## config.mk

```make
export PLATFORM = sky130hd
export DESIGN_NAME = pim_ctrl_top
export DESIGN_NICKNAME = d
export VERILOG_FILES = /design/src/pim_pkg.sv /design/src/pim_axil_slave.sv /design/src/pim_cmd_decode.sv /design/src/pim_ctrl_top.sv /design/src/pim_readback.sv /design/src/pim_sequencer.sv
export SDC_FILE = /design/constraint.sdc
export NUM_CORES = 1
export LEC_CHECK = 0
export CAP_MARGIN = 20
export CORE_MARGIN = 2
export CORE_UTILIZATION = 60
export DETAILED_ROUTE_END_ITERATION = 8
export DONT_BUFFER_PORTS = 1
export PLACE_DENSITY = 0.76
export SLEW_MARGIN = 20
export SYNTH_ARGS = -nofsm -noshare
export SYNTH_HDL_FRONTEND = slang
export SYNTH_SLANG_ARGS = --single-unit
```

## constraint.sdc

```tcl
create_clock -name clk_i -period 4.4 [get_ports clk_i]
set_input_delay 0 -clock clk_i [delete_from_list [all_inputs] [get_ports clk_i]]
set_output_delay 0 -clock clk_i [all_outputs]
set_load 0.02 [all_outputs]
```

## src/pim_pkg.sv

```systemverilog
package pim_pkg;

    // mode codes on the mode write and on pim_mode_o
    localparam logic [2:0] MODE_ERASE    = 3'd1;
    localparam logic [2:0] MODE_PROGRAM  = 3'd2;
    localparam logic [2:0] MODE_READ     = 3'd3;
    localparam logic [2:0] MODE_PARALLEL = 3'd5;
    localparam logic [2:0] MODE_LOAD     = 3'd7;

    localparam int ADDR_W = 32;
    localparam int DATA_W = 32;

    // fields of a command-window address
    localparam int ROW_W     = 7;
    localparam int COL_W     = 9;
    localparam int ROW_LSB   = 9;
    localparam int RXCNT_W   = 4;
    localparam int RXCNT_LSB = 16;

    localparam int CMD_LSB = 20;
    localparam int PAR_LSB = 16;
    localparam logic [11:0] CMD_REGION = 12'h400;   // erase, program, read
    localparam logic [15:0] PAR_REGION = 16'h400F;  // parallel

    localparam int PW_W = 17;
    localparam int PC_W = 5;

    localparam int EXEC_W = 4;
    localparam logic [EXEC_W-1:0] READ_CYCLES     = 4'd9;
    localparam logic [EXEC_W-1:0] PARALLEL_CYCLES = 4'd12;

    localparam int LOAD_W = 6;
    localparam logic [LOAD_W-1:0] LOAD_STEPS = 6'd32;

    localparam int OUT_W = 2;
    localparam logic [OUT_W-1:0] OUT_STEPS = 2'd2;

    // command data word as pulse descriptor or input-buffer word
    typedef union packed {
        struct packed {
            logic [9:0]      unused;
            logic [PW_W-1:0] pulse_width;
            logic [PC_W-1:0] pulse_count;
        } pulse;
        logic [DATA_W-1:0] data;
    } pim_cmd_word_u;

endpackage

```

## src/pim_axil_slave.sv

```systemverilog
`timescale 1ns/1ps

module pim_axil_slave (
    input  logic                       clk_i,
    input  logic                       rst_ni,

    input  logic [pim_pkg::ADDR_W-1:0] s_axil_awaddr_i,
    input  logic                       s_axil_awvalid_i,
    output logic                       s_axil_awready_o,
    input  logic [pim_pkg::DATA_W-1:0] s_axil_wdata_i,
    input  logic                       s_axil_wvalid_i,
    output logic                       s_axil_wready_o,
    output logic                       s_axil_bvalid_o,
    output logic [1:0]                 s_axil_bresp_o,
    input  logic                       s_axil_bready_i,

    input  logic [pim_pkg::ADDR_W-1:0] s_axil_araddr_i,
    input  logic                       s_axil_arvalid_i,
    output logic                       s_axil_arready_o,
    output logic                       s_axil_rvalid_o,
    output logic [pim_pkg::DATA_W-1:0] s_axil_rdata_o,
    output logic [1:0]                 s_axil_rresp_o,
    input  logic                       s_axil_rready_i,

    output logic                       wr_req_o,
    output logic [pim_pkg::ADDR_W-1:0] wr_addr_o,
    output logic [pim_pkg::DATA_W-1:0] wr_data_o,
    output logic                       rd_req_o,
    output logic [pim_pkg::ADDR_W-1:0] rd_addr_o,
    input  logic [pim_pkg::DATA_W-1:0] rd_data_i
);

    logic wr_fire;
    logic rd_fire;

    // address and data accepted together and one at a time
    assign wr_fire = s_axil_awvalid_i && s_axil_wvalid_i && !s_axil_bvalid_o;
    assign rd_fire = s_axil_arvalid_i && !s_axil_rvalid_o;

    assign s_axil_awready_o = wr_fire;
    assign s_axil_wready_o  = wr_fire;
    assign s_axil_arready_o = rd_fire;
    assign s_axil_bresp_o   = 2'b00;  // OKAY
    assign s_axil_rresp_o   = 2'b00;

    assign wr_req_o  = wr_fire;
    assign wr_addr_o = s_axil_awaddr_i;
    assign wr_data_o = s_axil_wdata_i;
    assign rd_req_o  = rd_fire;
    assign rd_addr_o = s_axil_araddr_i;

    always_ff @(posedge clk_i or negedge rst_ni) begin
        if (!rst_ni) begin
            s_axil_bvalid_o <= 1'b0;
            s_axil_rvalid_o <= 1'b0;
        end else begin
            if (wr_fire) begin
                s_axil_bvalid_o <= 1'b1;
            end else if (s_axil_bready_i) begin
                s_axil_bvalid_o <= 1'b0;
            end
            if (rd_fire) begin
                s_axil_rvalid_o <= 1'b1;
            end else if (s_axil_rready_i) begin
                s_axil_rvalid_o <= 1'b0;
            end
        end
    end

    always_ff @(posedge clk_i) begin
        if (rd_fire) begin
            s_axil_rdata_o <= rd_data_i;  // sampled with the request
        end
    end

    assert property (@(posedge clk_i) disable iff (!rst_ni)
        s_axil_bvalid_o && !s_axil_bready_i |=> s_axil_bvalid_o);

endmodule

```

## src/pim_cmd_decode.sv

```systemverilog
`timescale 1ns/1ps

module pim_cmd_decode #(
    parameter logic [pim_pkg::ADDR_W-1:0] MODE_ADDR   = 32'h4100_0000,
    parameter logic [pim_pkg::ADDR_W-1:0] STATUS_ADDR = 32'h4300_0000
) (
    input  logic                        clk_i,
    input  logic                        rst_ni,
    input  logic                        wr_req_i,
    input  logic [pim_pkg::ADDR_W-1:0]  wr_addr_i,
    input  logic [pim_pkg::DATA_W-1:0]  wr_data_i,
    input  logic                        rd_req_i,
    input  logic [pim_pkg::ADDR_W-1:0]  rd_addr_i,
    input  logic                        done_i,
    output logic                        busy_o,
    output logic [2:0]                  mode_sel_o,
    output logic                        start_o,
    output logic [pim_pkg::ROW_W-1:0]   row_o,
    output logic [pim_pkg::COL_W-1:0]   col_o,
    output logic [pim_pkg::PW_W-1:0]    pulse_width_o,
    output logic [pim_pkg::PC_W-1:0]    pulse_count_o,
    output logic [pim_pkg::DATA_W-1:0]  input_data_o,
    output logic [pim_pkg::RXCNT_W-1:0] data_rx_cnt_o,
    output logic                        in_buf_write_o
);
    import pim_pkg::*;

    localparam logic [1:0] ST_IDLE  = 2'd0;
    localparam logic [1:0] ST_ARMED = 2'd1;
    localparam logic [1:0] ST_MODE  = 2'd2;

    logic [1:0]    state_q;
    logic          cmd_taken_q;  // one command per mode
    logic          status_rd;
    logic          mode_wr;
    logic          code_ok;
    logic          in_window;
    logic          cmd_wr;
    pim_cmd_word_u cmd;

    assign cmd       = wr_data_i;
    assign busy_o    = (state_q == ST_MODE);
    assign status_rd = rd_req_i && (rd_addr_i == STATUS_ADDR) && !busy_o;
    assign mode_wr   = wr_req_i && (wr_addr_i == MODE_ADDR) && (state_q == ST_ARMED);
    assign cmd_wr    = wr_req_i && busy_o && !cmd_taken_q && in_window;

    always_comb begin
        case (wr_data_i[2:0])
            MODE_ERASE, MODE_PROGRAM, MODE_READ, MODE_PARALLEL, MODE_LOAD: code_ok = 1'b1;
            default: code_ok = 1'b0;
        endcase
    end

    always_comb begin
        case (mode_sel_o)
            MODE_ERASE, MODE_PROGRAM, MODE_READ: begin
                in_window = (wr_addr_i[ADDR_W-1:CMD_LSB] == CMD_REGION);
            end
            MODE_PARALLEL: in_window = (wr_addr_i[ADDR_W-1:PAR_LSB] == PAR_REGION);
            default:       in_window = 1'b0;  // load takes no command
        endcase
    end

    always_ff @(posedge clk_i or negedge rst_ni) begin
        if (!rst_ni) begin
            state_q        <= ST_IDLE;
            mode_sel_o     <= '0;
            cmd_taken_q    <= 1'b0;
            start_o        <= 1'b0;
            in_buf_write_o <= 1'b0;
        end else begin
            start_o        <= 1'b0;
            in_buf_write_o <= 1'b0;
            case (state_q)
                ST_IDLE: begin
                    if (status_rd) begin
                        state_q <= ST_ARMED;
                    end
                end
                ST_ARMED: begin
                    if (mode_wr && code_ok) begin
                        state_q     <= ST_MODE;
                        mode_sel_o  <= wr_data_i[2:0];
                        cmd_taken_q <= (wr_data_i[2:0] == MODE_LOAD);
                        start_o     <= (wr_data_i[2:0] == MODE_LOAD);  // load runs at once
                    end
                end
                ST_MODE: begin
                    if (done_i) begin
                        state_q     <= ST_IDLE;
                        mode_sel_o  <= '0;
                        cmd_taken_q <= 1'b0;
                    end else if (cmd_wr) begin
                        cmd_taken_q    <= 1'b1;
                        start_o        <= 1'b1;
                        in_buf_write_o <= (mode_sel_o == MODE_PARALLEL);
                    end
                end
                default: state_q <= ST_IDLE;
            endcase
        end
    end

    always_ff @(posedge clk_i) begin
        if (cmd_wr) begin
            row_o <= wr_addr_i[ROW_LSB +: ROW_W];
            col_o <= wr_addr_i[COL_W-1:0];
            if (mode_sel_o == MODE_PARALLEL) begin
                input_data_o  <= cmd.data;
                data_rx_cnt_o <= wr_addr_i[RXCNT_LSB +: RXCNT_W];
            end else begin
                pulse_width_o <= cmd.pulse.pulse_width;
                pulse_count_o <= cmd.pulse.pulse_count;
            end
        end
    end

    assert property (@(posedge clk_i) disable iff (!rst_ni)
        start_o |-> busy_o && (mode_sel_o != '0));

    assert property (@(posedge clk_i) disable iff (!rst_ni)
        in_buf_write_o |=> !in_buf_write_o);

endmodule

```

## src/pim_ctrl_top.sv

```systemverilog
`timescale 1ns/1ps

module pim_ctrl_top #(
    parameter logic [pim_pkg::ADDR_W-1:0] MODE_ADDR   = 32'h4100_0000,
    parameter logic [pim_pkg::ADDR_W-1:0] STATUS_ADDR = 32'h4300_0000,
    parameter logic [pim_pkg::ADDR_W-1:0] RESULT_ADDR = 32'h4400_0000
) (
    input  logic                        clk_i,
    input  logic                        rst_ni,

    input  logic [pim_pkg::ADDR_W-1:0]  s_axil_awaddr_i,
    input  logic                        s_axil_awvalid_i,
    output logic                        s_axil_awready_o,
    input  logic [pim_pkg::DATA_W-1:0]  s_axil_wdata_i,
    input  logic                        s_axil_wvalid_i,
    output logic                        s_axil_wready_o,
    output logic                        s_axil_bvalid_o,
    output logic [1:0]                  s_axil_bresp_o,
    input  logic                        s_axil_bready_i,
    input  logic [pim_pkg::ADDR_W-1:0]  s_axil_araddr_i,
    input  logic                        s_axil_arvalid_i,
    output logic                        s_axil_arready_o,
    output logic                        s_axil_rvalid_o,
    output logic [pim_pkg::DATA_W-1:0]  s_axil_rdata_o,
    output logic [1:0]                  s_axil_rresp_o,
    input  logic                        s_axil_rready_i,

    // eFlash row driver
    output logic                        pim_en_o,
    output logic [2:0]                  pim_mode_o,
    output logic [pim_pkg::EXEC_W-1:0]  exec_cnt_o,
    output logic [pim_pkg::ROW_W-1:0]   row_addr_o,
    output logic [pim_pkg::COL_W-1:0]   col_addr_o,

    output logic [pim_pkg::DATA_W-1:0]  input_data_o,
    output logic [pim_pkg::RXCNT_W-1:0] data_rx_cnt_o,
    output logic                        in_buf_write_o,
    output logic                        in_buf_read_o,

    input  logic [pim_pkg::DATA_W-1:0]  out_buf_data_i,
    output logic                        buf_read_en_o,
    output logic                        shift_counter_en_o,
    output logic                        load_en_o,
    output logic [pim_pkg::LOAD_W-1:0]  load_cnt_o
);
    import pim_pkg::*;

    logic              wr_req;
    logic [ADDR_W-1:0] wr_addr;
    logic [DATA_W-1:0] wr_data;
    logic              rd_req;
    logic [ADDR_W-1:0] rd_addr;
    logic [DATA_W-1:0] rd_data;
    logic              busy;
    logic [2:0]        mode_sel;
    logic              start;
    logic              done;
    logic              load_active;
    logic [ROW_W-1:0]  row;
    logic [COL_W-1:0]  col;
    logic [PW_W-1:0]   pulse_width;
    logic [PC_W-1:0]   pulse_count;

    pim_axil_slave u_axil (
        .clk_i            (clk_i),
        .rst_ni           (rst_ni),
        .s_axil_awaddr_i  (s_axil_awaddr_i),
        .s_axil_awvalid_i (s_axil_awvalid_i),
        .s_axil_awready_o (s_axil_awready_o),
        .s_axil_wdata_i   (s_axil_wdata_i),
        .s_axil_wvalid_i  (s_axil_wvalid_i),
        .s_axil_wready_o  (s_axil_wready_o),
        .s_axil_bvalid_o  (s_axil_bvalid_o),
        .s_axil_bresp_o   (s_axil_bresp_o),
        .s_axil_bready_i  (s_axil_bready_i),
        .s_axil_araddr_i  (s_axil_araddr_i),
        .s_axil_arvalid_i (s_axil_arvalid_i),
        .s_axil_arready_o (s_axil_arready_o),
        .s_axil_rvalid_o  (s_axil_rvalid_o),
        .s_axil_rdata_o   (s_axil_rdata_o),
        .s_axil_rresp_o   (s_axil_rresp_o),
        .s_axil_rready_i  (s_axil_rready_i),
        .wr_req_o         (wr_req),
        .wr_addr_o        (wr_addr),
        .wr_data_o        (wr_data),
        .rd_req_o         (rd_req),
        .rd_addr_o        (rd_addr),
        .rd_data_i        (rd_data)
    );

    pim_cmd_decode #(
        .MODE_ADDR   (MODE_ADDR),
        .STATUS_ADDR (STATUS_ADDR)
    ) u_decode (
        .clk_i          (clk_i),
        .rst_ni         (rst_ni),
        .wr_req_i       (wr_req),
        .wr_addr_i      (wr_addr),
        .wr_data_i      (wr_data),
        .rd_req_i       (rd_req),
        .rd_addr_i      (rd_addr),
        .done_i         (done),
        .busy_o         (busy),
        .mode_sel_o     (mode_sel),
        .start_o        (start),
        .row_o          (row),
        .col_o          (col),
        .pulse_width_o  (pulse_width),
        .pulse_count_o  (pulse_count),
        .input_data_o   (input_data_o),
        .data_rx_cnt_o  (data_rx_cnt_o),
        .in_buf_write_o (in_buf_write_o)
    );

    pim_sequencer u_seq (
        .clk_i              (clk_i),
        .rst_ni             (rst_ni),
        .mode_sel_i         (mode_sel),
        .start_i            (start),
        .row_i              (row),
        .col_i              (col),
        .pulse_width_i      (pulse_width),
        .pulse_count_i      (pulse_count),
        .done_o             (done),
        .load_active_o      (load_active),
        .pim_en_o           (pim_en_o),
        .pim_mode_o         (pim_mode_o),
        .exec_cnt_o         (exec_cnt_o),
        .row_addr_o         (row_addr_o),
        .col_addr_o         (col_addr_o),
        .in_buf_read_o      (in_buf_read_o),
        .buf_read_en_o      (buf_read_en_o),
        .shift_counter_en_o (shift_counter_en_o),
        .load_en_o          (load_en_o),
        .load_cnt_o         (load_cnt_o)
    );

    pim_readback #(
        .STATUS_ADDR (STATUS_ADDR),
        .RESULT_ADDR (RESULT_ADDR)
    ) u_readback (
        .clk_i          (clk_i),
        .rst_ni         (rst_ni),
        .rd_addr_i      (rd_addr),
        .busy_i         (busy),
        .load_active_i  (load_active),
        .out_buf_data_i (out_buf_data_i),
        .rd_data_o      (rd_data)
    );

endmodule

```

## src/pim_readback.sv

```systemverilog
`timescale 1ns/1ps

module pim_readback #(
    parameter logic [pim_pkg::ADDR_W-1:0] STATUS_ADDR = 32'h4300_0000,
    parameter logic [pim_pkg::ADDR_W-1:0] RESULT_ADDR = 32'h4400_0000
) (
    input  logic                       clk_i,
    input  logic                       rst_ni,
    input  logic [pim_pkg::ADDR_W-1:0] rd_addr_i,
    input  logic                       busy_i,
    input  logic                       load_active_i,
    input  logic [pim_pkg::DATA_W-1:0] out_buf_data_i,
    output logic [pim_pkg::DATA_W-1:0] rd_data_o
);
    import pim_pkg::*;

    logic              load_active_q;
    logic [DATA_W-1:0] result_q;

    // output buffer answers one cycle after each load step
    always_ff @(posedge clk_i or negedge rst_ni) begin
        if (!rst_ni) begin
            load_active_q <= 1'b0;
        end else begin
            load_active_q <= load_active_i;
        end
    end

    always_ff @(posedge clk_i) begin
        if (load_active_q) begin
            result_q <= out_buf_data_i;
        end
    end

    always_comb begin
        if (rd_addr_i == STATUS_ADDR) begin
            rd_data_o = {{(DATA_W-2){1'b0}}, 1'b1, busy_i};  // data-valid always set
        end else if (rd_addr_i == RESULT_ADDR) begin
            rd_data_o = result_q;
        end else begin
            rd_data_o = '0;
        end
    end

endmodule

```

## src/pim_sequencer.sv

```systemverilog
`timescale 1ns/1ps

module pim_sequencer (
    input  logic                       clk_i,
    input  logic                       rst_ni,
    input  logic [2:0]                 mode_sel_i,
    input  logic                       start_i,
    input  logic [pim_pkg::ROW_W-1:0]  row_i,
    input  logic [pim_pkg::COL_W-1:0]  col_i,
    input  logic [pim_pkg::PW_W-1:0]   pulse_width_i,
    input  logic [pim_pkg::PC_W-1:0]   pulse_count_i,
    output logic                       done_o,
    output logic                       load_active_o,
    output logic                       pim_en_o,
    output logic [2:0]                 pim_mode_o,
    output logic [pim_pkg::EXEC_W-1:0] exec_cnt_o,
    output logic [pim_pkg::ROW_W-1:0]  row_addr_o,
    output logic [pim_pkg::COL_W-1:0]  col_addr_o,
    output logic                       in_buf_read_o,
    output logic                       buf_read_en_o,
    output logic                       shift_counter_en_o,
    output logic                       load_en_o,
    output logic [pim_pkg::LOAD_W-1:0] load_cnt_o
);
    import pim_pkg::*;

    localparam logic [1:0] ST_IDLE = 2'd0;
    localparam logic [1:0] ST_EXEC = 2'd1;
    localparam logic [1:0] ST_OUT  = 2'd2;

    logic [1:0]        state_q;
    logic [PW_W-1:0]   pw_q;
    logic [PC_W-1:0]   pc_q;
    logic [EXEC_W-1:0] exec_q;
    logic [LOAD_W-1:0] load_q;
    logic [OUT_W-1:0]  out_q;
    logic              is_pulse;
    logic              is_count;
    logic              is_par;
    logic              exec_end;
    logic              out_end;

    assign is_pulse = (mode_sel_i == MODE_ERASE) || (mode_sel_i == MODE_PROGRAM);
    assign is_par   = (mode_sel_i == MODE_PARALLEL);
    assign is_count = (mode_sel_i == MODE_READ) || is_par;

    always_comb begin
        if (is_pulse) begin
            exec_end = (state_q == ST_EXEC) && (pc_q == '0);
        end else if (is_count) begin
            exec_end = (state_q == ST_EXEC) && (exec_q == '0);
        end else begin
            exec_end = (state_q == ST_EXEC) && (load_q == '0);
        end
    end

    assign out_end = (state_q == ST_OUT) && (out_q == '0);
    assign done_o  = (exec_end && !is_par) || out_end;

    always_ff @(posedge clk_i or negedge rst_ni) begin
        if (!rst_ni) begin
            state_q <= ST_IDLE;
            pw_q    <= '0;
            pc_q    <= '0;
            exec_q  <= '0;
            load_q  <= '0;
            out_q   <= '0;
        end else begin
            case (state_q)
                ST_IDLE: begin
                    if (start_i) begin
                        state_q <= ST_EXEC;
                        pw_q    <= pulse_width_i;
                        pc_q    <= is_pulse ? pulse_count_i : '0;
                        exec_q  <= (mode_sel_i == MODE_READ) ? READ_CYCLES :
                                   is_par ? PARALLEL_CYCLES : '0;
                        load_q  <= (mode_sel_i == MODE_LOAD) ? LOAD_STEPS : '0;
                    end
                end
                ST_EXEC: begin
                    if (exec_end) begin
                        state_q <= is_par ? ST_OUT : ST_IDLE;
                        out_q   <= OUT_STEPS;
                    end else if (is_pulse) begin
                        if (pw_q != '0) begin
                            pw_q <= pw_q - 1'b1;
                        end else begin
                            pw_q <= pulse_width_i;  // low cycle between pulses
                            pc_q <= pc_q - 1'b1;
                        end
                    end else if (is_count) begin
                        exec_q <= exec_q - 1'b1;
                    end else begin
                        load_q <= load_q - 1'b1;
                    end
                end
                ST_OUT: begin
                    if (out_end) begin
                        state_q <= ST_IDLE;
                    end else begin
                        out_q <= out_q - 1'b1;
                    end
                end
                default: state_q <= ST_IDLE;
            endcase
        end
    end

    assign pim_en_o = (state_q == ST_EXEC) &&
                      ((is_pulse && (pc_q != '0) && (pw_q != '0)) ||
                       (is_count && (exec_q != '0)));
    assign load_en_o = (state_q == ST_EXEC) && (mode_sel_i == MODE_LOAD) && (load_q != '0);

    assign pim_mode_o    = (pim_en_o || load_en_o || state_q == ST_OUT) ? mode_sel_i : '0;
    assign exec_cnt_o    = pim_en_o ? exec_q : '0;
    assign row_addr_o    = pim_en_o ? row_i : '0;
    assign col_addr_o    = pim_en_o ? col_i : '0;
    assign in_buf_read_o = pim_en_o && is_par;

    assign buf_read_en_o      = out_end;
    assign shift_counter_en_o = out_end;

    assign load_cnt_o    = load_en_o ? load_q : '0;
    assign load_active_o = load_en_o;

    assert property (@(posedge clk_i) disable iff (!rst_ni) !(pim_en_o && load_en_o));

endmodule

```

==> flow_summary_export.csv, run 1 <==
group,metric,value,unit
clocking,clkLatencyLatePin,0.44,ns
critical_path,path_max_fanout,23,
place,portBuffers,0,
timing,period_minus_slack,2.89,ns
finish,design_area,9470,sq um
global_routing,grt_pass1_wl,28700,um
logic_synthesis,synth_area,7820,sq um
finish,layout-drive-gt1-share,0.0750,
critical_path,r2r_start,"u_seq.pw_q[12]",
floorplanning,placementRows,41,
critical_path,cp_top_family,"simple AND/OR/NAND/NOR gates",
power_and_ir_drop,p_total,3.53,mW
critical_path,path_depth,7,
timing,tightest_slew,1.06,ns
routing,drt_wl_total,19000,um
logic_synthesis,synth-edff-count,138,
critical_path,cp.required,4.40,ns
critical_path,endpoint_kind,"primary output",
place,gp_congestion,0.910,
critical_path,critPathSlowestCell,"or4_1",
run_status,status,"complete, no violations",
power_and_ir_drop,power.leakage,3.58,nW
routing,avgRoutedWirePerCell,21.6,um
finish,final_nets,842,
place,dpl.hpwl,12100,um
timing,setup_violations,0,
routing,drtIter0Drc,502,
logic_synthesis,async_flop_share,0.254,
global_routing,antenna_found_initial,0,
logic_synthesis,ys_warn_count,0,
clocking,h-tree-depth,4,
critical_path,rr_worst_depth,6,
finish,synthToLayoutAreaGrowth,21.0,%
routing,ant_nets,0,
clocking,cts_tree,"yes",
floorplanning,core-area,12700,sq um
clocking,cts_root_buf,"clkbuf_16",
finish,final_cell_mix,"138 x edfxtp_1, 89 x dlygate4sd3_1, 61 x and2_1, 47 x dfrtp_1, 37 x o21ai_0",
critical_path,path_cells,"or4_1, or2_4, o21bai_1, a21boi_1, buf_4, or3_1, and2_1",
routing,first_pass_iters,4,
logic_synthesis,synthFlopType,"edfxtp_1",
power_and_ir_drop,ir_drop,258,uV
timing,fin_crit_sh,0.658,
global_routing,grt_start_max_net_pins,48,
clocking,cts_sinks,185,
run,cap_violations,0,
logic_synthesis,synth_cell_types,63,
clocking,post_cts_buffers,0,
critical_path,path_buf_inv,1,
routing,via_count,5378,
critical_path,start_kind,"flop",
critical_path,cp.arrival,2.89,ns
timing,finalClockSkew,0.0123,ns
global_routing,grt_pass1_vias,5218,
clocking,cts_buffers,17,
clocking,cts_resized,0,
floorplanning,die_y,118,um
critical_path,r2r-end,"u_seq.pc_q[3]",
clocking,cts_max_path_buffers,2,
place,dpl_cell_area,7970,sq um
global_routing,grt-ovfl-total,0,
timing,finalHoldViolCount,0,
finish,num-fill-cells,770,
critical_path,slowest_delay,0.58,ns
logic_synthesis,syn-instance-count,604,
clocking,path_clk_slew,0.07,ns
critical_path,cp-startpoint,"u_seq.pw_q[12]",
finish,final_common_cell,"edfxtp_1",
critical_path,rrSetupSlack,1.56,ns
critical_path,crit_path_end,"pim_mode_o[0]",
power_and_ir_drop,powerDensity,372,nW/um^2
floorplanning,start_util,0.617,
finish,insertedDiodeCount,0,
logic_synthesis,yosysSeqAreaShare,0.680,
timing,final_max_slew_viol_count,0,
timing,grt_setup_unrepaired,"no",
timing,timing.hold.ws,0.0226,ns
logic_synthesis,ys_ff_latch,185,
routing,drc_errors,0,
min_path,min-delay-start,"s_axil_araddr_i[25]",
routing,via_per_inst,6.12,
timing,setup_tns,0,ns
finish,fin_util,0.747,
floorplanning,fp.dieArea,14000,sq um
global_routing,grt_usage,0.274,
floorplanning,pin_count,247,
timing,clock.fmax,346,MHz
critical_path,worstSetupPathType,"reg -> out",
timing,slew_headroom,0.293,
floorplanning,die_w,118,um
min_path,hold_class,"in -> reg",
logic_synthesis,avgSynthCellArea,12.9,sq um
[layer usage]
layer / GRT usage / up-vias / wire length [um]
met4: 0.0926 / 0 / 400
met5: 0 / - / 0
met2: 0.478 / 289 / 10000
met1: 0.319 / 2624 / 7100
li1: - / 2430 / -
met3: 0.0888 / 35 / 1470
[Yosys cell counts, drive strengths merged (2+ instances only)]
| cell type | count | share of area |
|---|---|---|
| a211oi | 3 | 0.0029 |
| a21o | 4 | 0.0038 |
| a21oi | 29 | 0.019 |
| a221o | 4 | 0.0051 |
| a22o | 2 | 0.0022 |
| a22oi | 3 | 0.0029 |
| a31oi | 7 | 0.0056 |
| and2 | 61 | 0.049 |
| and3 | 6 | 0.0048 |
| buf | 13 | 0.011 |
| clkbuf | 15 | 0.0072 |
| dfrtp | 47 | 0.15 |
| edfxtp | 138 | 0.53 |
| ha | 13 | 0.021 |
| inv | 25 | 0.012 |
| mux2i | 4 | 0.0051 |
| nand2 | 31 | 0.015 |
| nand2b | 5 | 0.0040 |
| nand3 | 7 | 0.0045 |
| nand4 | 10 | 0.0080 |
| nor2 | 33 | 0.016 |
| nor2b | 2 | 0.0016 |
| nor3 | 21 | 0.013 |
| nor3b | 8 | 0.0083 |
| nor4 | 19 | 0.015 |
| nor4b | 3 | 0.0034 |
| o211a | 2 | 0.0026 |
| o211ai | 3 | 0.0035 |
| o21ai | 43 | 0.029 |
| o22a | 4 | 0.0045 |
| o22ai | 4 | 0.0032 |
| o2bb2ai | 4 | 0.0045 |
| o31ai | 2 | 0.0026 |
| or2 | 2 | 0.0019 |
| or3 | 8 | 0.0064 |
| xor2 | 4 | 0.0045 |
[worst min path at each step]
stage,end,slack [ns],cells after the start
global placement,u_decode.in_buf_write_o,-0.29,0
floorplan,u_axil.s_axil_bvalid_o,-0.30,0
detailed placement,u_decode.in_buf_write_o,-0.29,0
CTS,u_axil.s_axil_rdata_o[1],0.004,3
finish,u_axil.s_axil_rdata_o[1],0.02,3
global route,u_decode.in_buf_write_o,0.02,3
[flip-flops by register name, summed over array words and instances (netlist names), 6 cells and up]
signal / cells
u_axil.s_axil_rdata_o: 32
u_seq.load_q: 6
u_decode.row_o: 7
u_decode.input_data_o: 32
u_decode.pulse_width_o: 17
u_readback.result_q: 32
u_seq.pw_q: 17
u_decode.col_o: 9
[power by group]
group | internal, mW | total [mW] | leakage, nW | switching, mW
logic | 0.0645 | 0.116 | 1.38 | 0.0518
clock network | 0.756 | 1.47 | 0.281 | 0.719
registers | 1.90 | 1.93 | 1.92 | 0.0369
total | 2.72 | 3.53 | 3.58 | 0.807
[worst reg2reg max path, stage by stage (launching register included)]
cell and delay (ns):
dfrtp_1 0.44, or4_1 0.58, or2_4 0.28, o21ai_4 0.74, and2_1 0.43, o21ai_0 0.14
o21a_1 0.12
[cell type report]
cell class | count | area, sq um | share of cell area
Sequential cell | 185 | 5320 | 0.562
Multi-Input combinational cell | 369 | 2290 | 0.242
Timing Repair Buffer | 96 | 963 | 0.102
Clock buffer | 17 | 425 | 0.0449
Tap cell | 172 | 215 | 0.0227
Clock inverter | 15 | 155 | 0.0164
Inverter | 25 | 93.8 | 0.00991
[cells by family after synthesis]
group | Yosys count | share of synthesized area
flip-flops | 185 | 0.680
buffers and inverters | 53 | 0.0302
adder cells (fa/ha/maj) | 13 | 0.0208
multiplexers | 5 | 0.00656
AO/OA/AOI/OAI | 121 | 0.0994
AND/OR/NAND/NOR | 221 | 0.157
XOR/XNOR | 5 | 0.00560
other | 1 | 0.000480
[stage by stage]
step / worst slack [ns] / std cells
floorplan: 1.08 / 607
global placement: 1.70 / 757
detailed placement: 1.60 / 757
CTS: 1.52 / 879
global route: 1.31 / 879
finish: 1.51 / 879
[repair_timing]
| item | CTS | global route |
|---|---|---|
| endpoints found under the hold margin | 163 | 0 |
| setup endpoints to repair | 0 | 0 |
| hold buffers | 90 | 0 |
Note: power is estimated with default switching activity, not from simulation.
==> run 2, diff against run 1 <==
- CORE_UTILIZATION: 60 -> 57
- PLACE_DENSITY: 0.76 -> 0.75
- clock period: 4.4 -> 2.6 ns (I/O delays scaled with it)
==> flow_summary_export.csv, run 2 (synthesis gave the netlist of run 1 again) <==
group,metric,value,unit
run_status,status,"complete, no violations",
critical_path,start_kind,"flop",
min_path,whs_path_depth,3,
critical_path,path_max_fanout,7,
global_routing,grt_pass1_vias,5517,
timing,period_minus_slack,2.54,ns
finish,multi_input_area,2350,sq um
clocking,cts_tree,"yes",
floorplanning,die_y,121,um
power_and_ir_drop,ir_drop,514,uV
routing,drc_errors,0,
floorplanning,placementRows,42,
floorplanning,core-area,13300,sq um
global_routing,grt-ovfl-total,0,
critical_path,endpoint_kind,"primary output",
timing,finalClockSkew,0.0185,ns
finish,seq_area,5320,sq um
routing,dr_wl_met2,9970,um
place,dpl.hpwl,12000,um
min_path,min-delay-start,"s_axil_awaddr_i[24]",
routing,ant_nets,0,
critical_path,cp.required,2.60,ns
finish,num-fill-cells,866,
routing,avgRoutedWirePerCell,21.6,um
routing,drtIter0Drc,525,
timing,finalHoldViolCount,0,
timing,slew_headroom,0.551,
critical_path,cp-startpoint,"u_seq.pw_q[12]",
clocking,clkLatencyLatePin,0.44,ns
finish,fin_util,0.732,
finish,final_nets,862,
global_routing,grt_usage,0.268,
timing,final_max_slew_viol_count,0,
critical_path,cp.arrival,2.54,ns
routing,highest_layer,"met4",
power_and_ir_drop,powerDensity,633,nW/um^2
finish,layout-drive-gt1-share,0.128,
routing,via_count,5507,
timing,tightest_slew,0.666,ns
run,cap_violations,0,
clocking,path_clk_slew,0.07,ns
clocking,cts_root_buf,"clkbuf_16",
place,portBuffers,0,
clocking,cts_sinks,185,
floorplanning,start_util,0.588,
floorplanning,fp.dieArea,14700,sq um
timing,setup_violations,0,
clocking,cts_max_path_buffers,2,
global_routing,grt_pass1_wl,29300,um
place,gp_congestion,0.859,
global_routing,antenna_found_initial,0,
power_and_ir_drop,power.leakage,3.70,nW
min_path,hold_class,"in -> reg",
floorplanning,pin_count,247,
place,post-place-ws,0.274,ns
clocking,cts_buffers,17,
critical_path,r2r_start,"u_seq.state_q[0]",
critical_path,rr_worst_depth,6,
routing,drt_wl_total,19500,um
timing,fin_crit_sh,0.977,
routing,first_pass_iters,7,
critical_path,worstSetupPathType,"reg -> out",
clocking,h-tree-depth,4,
global_routing,grt_start_max_net_pins,48,
routing,via_per_inst,6.09,
floorplanning,die_w,121,um
routing,dr_wl_met3,1510,um
critical_path,rrSetupSlack,0.23,ns
finish,final_cell_mix,"138 x edfxtp_1, 91 x dlygate4sd3_1, 47 x and2_1, 45 x dfrtp_1, 37 x o21ai_0",
routing,wl_met1,7370,um
timing,setup_slack,0.0587,ns
finish,synthToLayoutAreaGrowth,24.4,%
finish,final_common_cell,"edfxtp_1",
finish,top_regs,"u_axil.s_axil_rdata_o (32), u_decode.input_data_o (32), u_readback.result_q (32)",
timing,clock.fmax,393,MHz
-- run 2: cell count changes in the layout (fill, tap and decap cells not counted), sizes merged --
cell         previous run  this run
bufinv                  0         2
buf                     7        25
diode                   0         1
clkinv                  7         4
clkinvlp                1         3
inv                    32        31
dlygate4sd3            89        91
-- run 2: layer usage --
metal	up-vias	GRT usage
met5	-	0
met4	0	0.128
met3	50	0.0700
met2	312	0.459
met1	2688	0.317
li1	2457	-
-- run 2: worst max-delay path, cell delays in order, from the launching register on --
cell,delay [ns]
dfrtp_2,0.45
or4_1,0.55
or2_4,0.28
o21bai_4,0.17
a21boi_1,0.12
or3_4,0.35
and2_4,0.19
-- run 2: path summary, 6_finish.rpt --
kind,endpoint
hold reg to reg,u_seq.pw_q[14]
hold / removal,u_decode.in_buf_write_o
setup / recovery,pim_mode_o[0]
setup reg to reg,u_seq.pw_q[12]
max in group asynchronous,u_seq.pw_q[12]
min in group asynchronous,u_axil.s_axil_bvalid_o
-- run 2: through the flow --
step	setup TNS (ns)	std cells	power (mW)	hold slack, ns	area [sq um]
after floorplan	-8.09	607	3.37	-0.296	7840
after global placement	0	774	3.39	-0.294	8080
after detailed placement	0	774	3.39	-0.294	8080
after CTS	-0.0346	898	6.15	0.00767	9640
after global routing	-0.0319	903	6.30	0.0481	9730
final	0	904	6.16	0.0308	9730
-- run 2: area by class of cell --
class	instances	area share
Timing Repair Buffer	116	0.116
Sequential cell	185	0.547
Tap cell	176	0.0226
Clock buffer	17	0.0437
Clock inverter	15	0.0192
Inverter	25	0.00965
Multi-Input combinational cell	369	0.241
Antenna cell	1	0.000257
-- run 2: power by group --
part	internal, mW	switching (mW)
sequential	3.21	0.0642
clock	1.46	1.22
combinational	0.110	0.0863
total	4.78	1.37
-- run 2: repair_timing --
| item | in CTS | in global routing |
|---|---|---|
| endpoints found under the setup margin | 3 | 36 |
| resized for setup | 1 | 24 |
| setup buffers | 0 | 5 |
| hold endpoints to repair | 183 | 0 |
| pin swaps | 0 | 1 |
| hold buffers | 92 | 0 |
==> run 3, diff against run 2 <==
- CORE_UTILIZATION: 57 -> 58
- PLACE_DENSITY: 0.75 -> 0.76
- SYNTH_HIERARCHICAL: unset -> 1
==> flow_summary_export.csv, run 3 <==
group,metric,value,unit
critical_path,worstSetupPathType,"reg -> out",
floorplanning,start_util,0.595,
place,dpl_cell_area,8650,sq um
routing,drt_wl_total,21900,um
timing,setup_violations,0,
clocking,cts_sinks,185,
routing,via_count,6066,
global_routing,grt_pass1_wl,33700,um
timing,final_max_slew_viol_count,0,
floorplanning,die_y,129,um
routing,ant_nets,0,
clocking,cts_root_buf,"clkbuf_16",
routing,avgRoutedWirePerCell,22.6,um
logic_synthesis,synth-edff-count,138,
logic_synthesis,avgSynthCellArea,12.2,sq um
clocking,cts_tree,"yes",
place,post-place-ws,0.0907,ns
place,dpl.hpwl,14200,um
critical_path,slowest_delay,0.56,ns
global_routing,grt_start_max_net_pins,48,
floorplanning,core-area,15200,sq um
place,dp_cells,831,
timing,grt_setup_unrepaired,"yes",
power_and_ir_drop,power.leakage,3.73,nW
finish,top_regs,"u_axil/s_axil_rdata_o (32), u_decode/input_data_o (32), u_readback/result_q (32)",
finish,fin_cells,966,
logic_synthesis,syn-instance-count,743,
critical_path,endpoint_kind,"primary output",
timing,finalClockSkew,0.0128,ns
clocking,h-tree-depth,4,
routing,via_per_inst,6.28,
power_and_ir_drop,comb_power_share,0.037,
logic_synthesis,ys_ff_latch,185,
timing,setup_slack,0.00756,ns
floorplanning,fp.dieArea,16600,sq um
critical_path,path_cells,"or4_4, or3_4, o21ai_4, a21oi_4, o31a_1",
logic_synthesis,async_flop_share,0.254,
timing,clock.fmax,386,MHz
power_and_ir_drop,switching_power,1.49,mW
finish,num-fill-cells,1055,
logic_synthesis,yosysSeqAreaShare,0.588,
min_path,whs_path_depth,4,
floorplanning,die_w,129,um
logic_synthesis,ys_warn_count,6,
finish,final_cell_mix,"138 x edfxtp_1, 97 x dlygate4sd3_1, 59 x nand2_1, 47 x dfrtp_1, 34 x buf_4",
clocking,clkLatencyLatePin,0.44,ns
power_and_ir_drop,swShare,0.242,
logic_synthesis,synth_area,9050,sq um
power_and_ir_drop,clockPowerShare,0.432,
power_and_ir_drop,p_total,6.17,mW
global_routing,antenna_found_initial,0,
logic_synthesis,synthFlopType,"edfxtp_1",
routing,drc_errors,0,
routing,drtIter0Drc,481,
logic_synthesis,yosysTopAreaCellShare,0.458,
floorplanning,placementRows,45,
place,portBuffers,0,
finish,final_common_cell,"edfxtp_1",
power_and_ir_drop,internal_power,4.68,mW
critical_path,cp.arrival,2.59,ns
finish,layout-drive-gt1-share,0.187,
finish,synthToLayoutAreaGrowth,15.1,%
timing,setup_tns,0,ns
min_path,hold_class,"in -> reg",
logic_synthesis,synthTopCellsByArea,"edfxtp_1 46%, dfrtp_1 13%, buf_4 8.7%, nor3_2 3.4%, nand2_1 2.5%",
clocking,cts_max_path_buffers,2,
finish,final_nets,910,
power_and_ir_drop,seq_power_share,0.531,
global_routing,grt-ovfl-total,0,
timing,tightest_slew,0.732,ns
global_routing,grt_pass1_vias,6319,
critical_path,rr_worst_depth,8,
finish,design_area,10400,sq um
logic_synthesis,synthTopCellsByCount,"138 x edfxtp_1, 105 x buf_4, 60 x nand2_1",
timing,slew_headroom,0.511,
clocking,path_clk_slew,0.08,ns
routing,first_pass_iters,5,
timing,fin_crit_sh,0.997,
floorplanning,pin_count,247,
critical_path,start_kind,"flop",
run_status,status,"complete, no violations",
place,gp_congestion,0.950,
clocking,cts_buffers,17,
critical_path,cp.required,2.60,ns
critical_path,path_max_fanout,8,
timing,period_minus_slack,2.59,ns
run,cap_violations,0,
global_routing,grt_usage,0.269,
logic_synthesis,post-synth-top-count-cell,"edfxtp_1",
critical_path,critPathSlowestCell,"or4_4",
power_and_ir_drop,powerDensity,592,nW/um^2
timing,finalHoldViolCount,0,
logic_synthesis,yosys.area.top_type,"edfxtp_1",
power_and_ir_drop,ir_drop,436,uV
logic_synthesis,synth_cell_types,71,
[run 3: changes by cell type in the layout (fill, tap and decap cells not counted), moves of 7 or more]
cell / delta
and2_1: -34
nand3_1: +7
nand2_1: +29
buf_4: +11
nor3_2: +30
o21ai_0: -21
a21oi_1: -18
o211ai_1: +9
a2bb2oi_1: +9
[run 3: layer usage]
metal / vias up / global-route usage / share of wire
met5: - / 0 / 0
met4: 0 / 0.105 / 0.029
met3: 47 / 0.0682 / 0.074
met2: 311 / 0.454 / 0.51
met1: 3005 / 0.335 / 0.39
li1: 2703 / - / -
[run 3: through the flow]
step / util / hold WS, ns
floorplan: - / -0.296
global placement: 0.569 / -0.293
detailed placement: 0.569 / -0.293
CTS: 0.678 / 0.0298
global route: 0.685 / 0.0522
finish: 0.685 / 0.0502
[run 3: power groups by stage]
stage / Clock, mW / Sequential [mW] / Combinational [mW]
final: 2.66 / 3.28 / 0.231
after global routing: 2.83 / 3.28 / 0.249
after CTS: 2.72 / 3.28 / 0.227
after detailed placement: 0 / 3.34 / 0.0805
after global placement: 0 / 3.34 / 0.0779
after floorplan: 0 / 3.34 / 0.182
[run 3: worst paths after layout]
check,start,end,slack (ns)
worst max-delay path,u_seq/pw_q[11],pim_mode_o[2],0.008
max in group asynchronous,rst_ni,u_axil/s_axil_rvalid_o,2.25
worst min register to register,u_decode/pulse_count_o[2],u_seq/pc_q[2],0.54
worst min-delay path,s_axil_araddr_i[25],u_axil/s_axil_rdata_o[31],0.05
worst max register to register,u_decode/state_q[0],u_decode/state_q[1],0.17
min in group asynchronous,rst_ni,u_seq/pc_q[4],0.14
[run 3: timing repair]
| action | 4_1_cts | 5_1_grt |
|---|---|---|
| endpoints found under the setup margin | 23 | 54 |
| gates cloned | 1 | 0 |
| hold buffers | 98 | 0 |
| resized for setup | 7 | 34 |
| pin swaps | 1 | 1 |
| endpoints found under the hold margin | 178 | 0 |
| buffers inserted | 1 | 2 |
[run 3: worst max-delay path, delay by kind of cell (launching register included)]
family,cells,cell delay (ns)
and+or+nand+nor,2,0.98
AOI/OAI and AO/OA,3,0.75
DFF,1,0.42
[run 3: kinds of logic after synthesis]
family	Yosys count	share of synthesized area
simple gates	259	0.174
flops	185	0.588
buf+inv	157	0.114
compound gates	117	0.0949
fa+ha+maj	11	0.0152
mux	10	0.0111
xor+xnor	3	0.00290
other cells	1	0.000414
[run 3: area by class of cell]
cell class                      count  area, sq um  share of cell area
Antenna cell                        1         2.50            0.000240
Clock buffer                       17          425              0.0408
Clock inverter                     15          200              0.0192
Inverter                           21         81.3             0.00781
Multi-Input combinational cell    404         2850               0.274
Sequential cell                   185         5320               0.511
Tap cell                          188          235              0.0226
Timing Repair Buffer              135         1300               0.125
